$ cat src/rv_pkg.sv
package rv_pkg;

	// RV32I base opcodes, instruction bits [6:0]
	localparam logic [6:0] OP_LUI    = 7'b0110111;
	localparam logic [6:0] OP_AUIPC  = 7'b0010111;
	localparam logic [6:0] OP_JAL    = 7'b1101111;
	localparam logic [6:0] OP_JALR   = 7'b1100111;
	localparam logic [6:0] OP_BRANCH = 7'b1100011;
	localparam logic [6:0] OP_LOAD   = 7'b0000011;
	localparam logic [6:0] OP_STORE  = 7'b0100011;
	localparam logic [6:0] OP_ITYPE  = 7'b0010011;
	localparam logic [6:0] OP_RTYPE  = 7'b0110011;
	localparam logic [6:0] OP_FENCE  = 7'b0001111;
	// ECALL and the dropped CSR group
	localparam logic [6:0] OP_SYSTEM = 7'b1110011;

	// ALU operand A source
	typedef enum logic [1:0] {
		ALU_A_NONE,
		ALU_A_PC,
		ALU_A_RD1
	} alu_a_sel_e;

	// ALU operand B source
	typedef enum logic [1:0] {
		ALU_B_NONE,
		ALU_B_IMM,
		ALU_B_RD2,
		ALU_B_SHAMT
	} alu_b_sel_e;

	// Register file write data source
	typedef enum logic [2:0] {
		RF_WD_NONE,
		RF_WD_LUI,
		RF_WD_ALU,
		// Link value, PC + 4
		RF_WD_JUMP,
		RF_WD_LOAD
	} rf_wd_sel_e;

	// ALU operations; compares give 1 or 0
	typedef enum logic [3:0] {
		ALU_ADD,
		ALU_SUB,
		ALU_SLL,
		ALU_SLT,
		ALU_SLTU,
		ALU_XOR,
		ALU_SRL,
		ALU_SRA,
		ALU_OR,
		ALU_AND,
		ALU_EQ,
		ALU_NE,
		ALU_GE,
		ALU_GEU
	} alu_op_e;

	// Decoded control bundle, 17 bits
	typedef struct packed {
		logic       jump;
		logic       branch;
		alu_a_sel_e alu_a_sel;
		alu_b_sel_e alu_b_sel;
		alu_op_e    alu_op;
		logic       rf_write;
		rf_wd_sel_e rf_wd_sel;
		logic       mem_read;
		logic       mem_write;
		logic       halt;
	} ctrl_t;

	// Word-addressed memory request
	typedef struct packed {
		logic [31:0] addr;
		logic [31:0] wdata;
		logic        we;
	} mem_req_t;

	// Read data; a write also gets one as its ack
	typedef struct packed {
		logic [31:0] rdata;
	} mem_rsp_t;

endpackage

$ cat src/mem_arbiter.sv
`timescale 1ns/10ps

module mem_arbiter #(
	parameter int MEM_WORDS = 1024
) (
	input  logic             clk,
	input  logic             rst,
	input  logic             host_req_valid,
	input  rv_pkg::mem_req_t host_req,
	output logic             host_rsp_valid,
	output rv_pkg::mem_rsp_t host_rsp,
	input  logic             core_req_valid,
	input  rv_pkg::mem_req_t core_req,
	output logic             core_rsp_valid,
	output rv_pkg::mem_rsp_t core_rsp,
	output logic             mem_req_valid,
	output rv_pkg::mem_req_t mem_req,
	input  logic             mem_rsp_valid,
	input  rv_pkg::mem_rsp_t mem_rsp
);

	logic             host_full;
	logic             core_full;
	rv_pkg::mem_req_t host_buf;
	rv_pkg::mem_req_t core_buf;
	rv_pkg::mem_req_t sel_req;
	logic             grant_host;
	// Source of the request now in memory
	logic             owner_host;

	// Fixed priority, host first
	assign grant_host    = host_full;
	assign mem_req_valid = host_full || core_full;
	assign sel_req       = grant_host ? host_buf : core_buf;

	// Fold address into memory depth
	always_comb begin
		mem_req      = sel_req;
		mem_req.addr = sel_req.addr % MEM_WORDS;
	end

	always_ff @(posedge clk) begin
		if (rst) begin
			host_full  <= 1'b0;
			core_full  <= 1'b0;
			owner_host <= 1'b0;
		end else begin
			// Credit guarantees buffer is empty on arrival
			if (host_req_valid) host_full <= 1'b1;
			else if (grant_host) host_full <= 1'b0;
			if (core_req_valid) core_full <= 1'b1;
			else if (core_full && !grant_host) core_full <= 1'b0;
			if (mem_req_valid) owner_host <= grant_host;
		end
	end

	// Request payload
	always_ff @(posedge clk) begin
		if (host_req_valid) host_buf <= host_req;
		if (core_req_valid) core_buf <= core_req;
	end

	// Response steered by owner, data shared
	assign host_rsp_valid = mem_rsp_valid && owner_host;
	assign core_rsp_valid = mem_rsp_valid && !owner_host;
	assign host_rsp       = mem_rsp;
	assign core_rsp       = mem_rsp;

endmodule

$ cat config.mk
export PLATFORM = sky130hd
export DESIGN_NAME = mem_arbiter
export DESIGN_NICKNAME = d
export VERILOG_FILES = /design/src/rv_pkg.sv /design/src/mem_arbiter.sv
export SDC_FILE = /design/constraint.sdc
export NUM_CORES = 1
export LEC_CHECK = 0
export ABC_AREA = 1
export BUFFER_PORTS_ARGS = -buffer_cell sky130_fd_sc_hd__buf_2
export CORE_UTILIZATION = 25
export CTS_BUF_LIST = sky130_fd_sc_hd__clkbuf_8
export DETAILED_ROUTE_END_ITERATION = 10
export GPL_TIMING_DRIVEN = 0
export RECOVER_POWER = 50
export SKIP_LAST_GASP = 1
export SLEW_MARGIN = 20
export SYNTH_ARGS = -nofsm -noshare
export SYNTH_HDL_FRONTEND = slang
export SYNTH_SLANG_ARGS = --single-unit
$ cat constraint.sdc
create_clock -name clk -period 0.93 [get_ports clk]
set_clock_uncertainty 0.1 [all_clocks]
set_input_delay 0.0465 -clock clk [delete_from_list [all_inputs] [get_ports clk]]
set_output_delay 0.0465 -clock clk [all_outputs]
set_load 0.03 [all_outputs]
==> metrics.yaml, run 1 <==
ant_nets: 0
synth_compound_area_share_pct: 0.255
grt_pass1_vias: 3349
fin_crit_sh_pct: 160
slew_headroom_pct: 58.4
wl_per_cell_um: 13.3
first_pass_iters: 4
yosys_warnings: 0
n_fill_cell: 1422
drtIter0Drc: 75
cts_max_level: 3
rsz0062_at_grt: "yes"
cts_buffers: 9
clock_path_buffers: 2
die_area_um2: 16200
synthSimpleGateAreaFrac_pct: 12.9
violations: "setup timing"
regToRegSetupSlack_ps: 70
grt_pass1_wl_um: 16600
cts_tree: "done"
clk_pin_slew_ps: 80
worstMarginPinSlew_ps: 623
fin_crit_ps: 1490
place_area_um2: 5580
max_freq_mhz: 672
cp_data_required_time_ps: 780
total_power_mw: 9.98
synth-xor-area-share_pct: 0
std_cell_rows: 45
setup_viol: 46
outcome: "complete, but fails checks"
syn-cell-area_um2: 3920
synth_fa_ha_area_share_pct: 0
num_vias: 3268
clock_sinks: 89
grt_antenna_before_repair: 0
grt_max_degree: 45
yosys.cell_types.count: 10
synth.area.mux_share_pct: 0
end_kind: "output pin"
viasPerCell: 3.78
grt-ovfl-total: 0
ys_ff_latch: 89
synth_seq_area_share_pct: 67.4
cp.arrival_ps: 1340
synth_top_family_by_area: "buffers and inverters"
hold_path.class: "in2reg"
synth_cells: 327
io_buffers: 200
design_area_um2: 6970
route.detailed.drc: 0
avgSynthCellArea_um2: 12.0
dp.final_hpwl_um: 7380
p_leak_nw: 3.09
antennaDiodeCount: 0
final_nets: 816
cts_root_buf: "clkbuf_8"
maxCapViolCount: 0
area_growth_pct: 77.9
final_cells: 865
power-per-cell-area_nw_per_um2: 1430
final-hold-violation-count: 0
coreArea_um2: 15300
io_pins: 299
routabilityCongestion: 0.678
vdd_drop_max_mv: 0.941
finalMaxSlewViolations: 0
start_util_pct: 25.7
die_x_um: 127
grtUsageTotal_pct: 14.0
multi_input_area_um2: 985
hold_ws_ps: 88.5
place_inst: 759
fin_ws_ps: -558
clk-insertion-delay-late_ps: 360
regArea_um2: 2650
critPathMaxFanout: 10
path_class: "reg2out"
layout-drive-gt1-share_pct: 48.2
wl_um: 11500
startpoint_type: "flop"
dieHeight_um: 127
layout make-up:
type | count | area share [%]
Inverter | 5 | 0.449
Clock inverter | 7 | 0.556
Sequential cell | 89 | 37.9
Buffer | 95 | 11.3
Multi-Input combinational cell | 159 | 14.1
Tap cell | 211 | 3.79
Timing Repair Buffer | 289 | 29.9
Timing Repair inverter | 1 | 0.0898
Clock buffer | 9 | 1.78
report_power, final:
group | switching (mW) | internal (mW)
sequential | 0.104 | 4.74
clock | 1.34 | 0.937
combinational | 1.58 | 1.27
total | 3.03 | 6.95
synth_stat cells:
library cell	instances	area, um2
nand2_1	132	495
buf_4	90	676
edfxtp_1	86	2580
buf_6	5	56.3
inv_1	4	15.0
dfxtp_1	3	60.1
nor2_1	3	11.3
a21oi_1	2	10.0
conb_1	1	3.75
inv_6	1	8.76
state kept, by name, summed over array words and instances, names as in the netlist:
register,count
owner_host,1
host_buf,43
core_full,1
core_buf,43
grant_host,1
critical path: stages (launching register included):
cell	delay, ps
dfxtp_2	330
buf_12	150
inv_12	90
buf_12	140
nand2_1	80
nand2_4	60
buf_6	120
logic make-up (layout without fill, tap and decap cells):
| logic type | after synthesis | after routing |
|---|---|---|
| flip-flops | 89 | 89 |
| AND/OR/NAND/NOR | 135 | 135 |
| other | 1 | 22 |
| buffers and inverters | 100 | 406 |
| AO/OA/AOI/OAI | 2 | 2 |
metrics by stage:
| stage | setup TNS [ps] | worst slack [ps] | utilization, % |
|---|---|---|---|
| 6_report | -23610 | -558 | 45.7 |
| 2_1_floorplan | -357 | -18.3 | - |
| 5_1_grt | -27590 | -643 | 45.7 |
| 4_1_cts | -26700 | -634 | 45.3 |
| 3_3_place_gp | -51290 | -474 | 36.6 |
| 3_5_place_dp | -53490 | -506 | 36.6 |
placed cells by master (no fill, tap or decap), drive strengths merged:
cell type	count
nand2	132
dfxtp	3
a21oi	2
clkinvlp	3
edfxtp	86
inv	7
dlygate4sd3	87
nor2	3
clkinv	3
conb	22
buf	231
clkbuf	75
repair_timing:
action	in CTS	in global routing
endpoints found under the setup margin	132	46
gates cloned	2	0
setup buffers	1	0
resized for setup	88	40
hold buffers	87	0
pin swaps	1	0
endpoints found under the hold margin	89	0
metal layers:
metal | vias to the layer above | routed length, um | global-route usage, %
li1 | 1594 | - | -
met1 | 1473 | 4340 | 14.0
met2 | 180 | 5880 | 25.9
met3 | 21 | 913 | 4.44
met4 | 0 | 349 | 7.28
met5 | - | 0 | 0
worst paths after layout:
path                                 from                 endpoint  cells past startpoint
hold / removal             host_req_valid    grant_host$_SDFF_PP0_                      3
setup reg to reg    grant_host$_SDFF_PP0_   core_full$_SDFFE_PP0P_                      3
setup / recovery    grant_host$_SDFF_PP0_              mem_req[22]                      6
hold reg to reg   owner_host$_SDFFE_PP0P_  owner_host$_SDFFE_PP0P_                      2
(Power assumes the default switching activity.)
==> run 2, diff against run 1 <==
--- a/config.mk
+++ b/config.mk
@@ -6,10 +6,11 @@
 export NUM_CORES = 1
 export LEC_CHECK = 0
 export ABC_AREA = 1
-export BUFFER_PORTS_ARGS = -buffer_cell sky130_fd_sc_hd__buf_2
 export CORE_UTILIZATION = 25
 export CTS_BUF_LIST = sky130_fd_sc_hd__clkbuf_8
+export CTS_CLUSTER_SIZE = 25
 export DETAILED_ROUTE_END_ITERATION = 10
+export DONT_BUFFER_PORTS = 1
 export GPL_TIMING_DRIVEN = 0
 export RECOVER_POWER = 50
 export SKIP_LAST_GASP = 1
==> run 2 against run 1 <==
  * The flow finishes with violations (hold timing, setup timing)
  * Global-route usage is 1.4 points lower
  * Via count shrank 22%
  * Count of clock-buffer cells in the layout is the same
  * Core utilization shrank 7.9 points
  * Critical path type unchanged
  * Clock power increased by 9.7%
  * Die area unchanged
  * Final area is 17% lower
==> metrics.yaml, run 2 (synthesis gave the netlist of run 1 again) <==
grt_max_degree: 45
wl_met2_um: 5550
cp_data_required_time_ps: 780
final_cell_mix: "dlygate4sd3_1, edfxtp_1, nand2_1, buf_4, nand2_4"
wl_per_cell_um: 15.7
worstPathCellList: "buf_12 > inv_16 > buf_12 > nand2_1 > nand2_4"
grt_antenna_before_repair: 0
clk_pin_slew_ps: 80
grt_pass1_wl_um: 14400
worst_path_max_delay_cell: "dfxtp_2"
crit_path_max_incr_delay_ps: 330
final-hold-violation-count: 87
dieHeight_um: 127
clock_sinks: 89
first_pass_iters: 4
hold_ws_ps: -308
fin_ws_ps: -500
hold_path.class: "in2reg"
start_util_pct: 25.7
outcome: "complete, but fails checks"
crit_top_cell: "buf_12"
io_buffers: 0
cp_top_family: "buffers and inverters"
violations: "hold timing, setup timing"
cp.arrival_ps: 1280
die_area_um2: 16200
coreArea_um2: 15300
critPathMaxFanout: 8
fin_crit_ps: 1430
final_nets: 617
power-per-cell-area_nw_per_um2: 1630
maxCapViolCount: 0
clock_path_buffers: 2
fin_crit_sh_pct: 154
final_common_cell: "dlygate4sd3_1"
cts_max_level: 3
p_leak_nw: 2.32
cts_buffers: 9
ant_nets: 0
dp.final_hpwl_um: 6930
clk-insertion-delay-late_ps: 360
num_vias: 2557
grtUsageTotal_pct: 12.6
routed.top_layer: "met4"
vdd_drop_max_mv: 1.00
grt_pass1_vias: 2511
die_x_um: 127
drtIter0Drc: 85
grt-ovfl-total: 0
setup_viol: 46
startpoint_type: "flop"
layout-drive-gt1-share_pct: 32.9
path_class: "reg2out"
antennaDiodeCount: 0
cts_root_buf: "clkbuf_8"
end_kind: "output pin"
cts_tree: "done"
max_freq_mhz: 700
std_cell_rows: 45
routabilityCongestion: 0.619
top_regs: "core_buf x43, host_buf x43"
total_power_mw: 9.42
critPathBufInv: 3
io_pins: 299
viasPerCell: 3.85
wl_um: 10400
finalMaxSlewViolations: 0
cts.hold.buffers_added: 88
area_growth_pct: 47.2
route.detailed.drc: 0
drt-met1-wl_um: 3830
wl_met3_um: 933
rsz0062_at_grt: "yes"
-- run 2: cell types whose count changed in the layout (fill, tap and decap cells not counted), moves of 2 or more --
cell,before,now
clkinvlp_4,3,1
buf_4,97,55
nand2_2,22,16
nand2_4,44,49
nand2_8,0,2
clkbuf_1,66,33
buf_2,86,0
buf_6,41,3
-- run 2: where the power goes --
part | leakage [nW] | internal (mW) | switching [mW]
clock network | 0.0898 | 1.19 | 1.30
logic | 1.36 | 0.731 | 1.35
registers | 0.868 | 4.74 | 0.106
total | 2.32 | 6.66 | 2.76
-- run 2: final timing paths --
check	startpoint	end	slack, ps	cells after the start
setup / recovery	grant_host$_SDFF_PP0_	mem_req[34]	-500	5
hold / removal	core_req_valid	core_buf[23]$_DFFE_PP_	-310	0
setup reg to reg	grant_host$_SDFF_PP0_	owner_host$_SDFFE_PP0P_	70	3
hold reg to reg	core_full$_SDFFE_PP0P_	core_full$_SDFFE_PP0P_	400	2
-- run 2: stage by stage --
step           setup TNS, ps  area, um2  instances  utilization [%]  setup WS (ps)
4_1_cts               -23400       5850        664             38.4           -556
3_3_place_gp           -5100       4580        559             30.0           -150
2_1_floorplan           -357       4320        348                -          -18.3
3_5_place_dp           -5540       4580        559             30.0           -161
5_1_grt               -24150       5770        664             37.8           -568
6_report              -21060       5770        664             37.8           -500
-- run 2: timing repair --
| action | in CTS | in global routing |
|---|---|---|
| resized for setup | 48 | 11 |
| endpoints found under the hold margin | 175 | 87 |
| endpoints found under the setup margin | 46 | 46 |
| cloned | 1 | 0 |
| pin swaps | 9 | 16 |
| setup buffers | 2 | 0 |
-- run 2: routing by layer --
metal / vias to the layer above / track usage, %
li1: 1200 / -
met1: 1188 / 13.2
met3: 8 / 4.86
met2: 161 / 23.0
met4: 0 / 4.41
met5: - / 0
-- run 2: layout make-up --
cell class,count,area (um2)
inverter,5,40.0
timing repair buffer,91,923
tap,211,264
sequential,89,2650
clock inverter,5,50.0
clock buffer,9,124
multi-input combinational,159,1050
fill,1483,9490
buffer,95,671
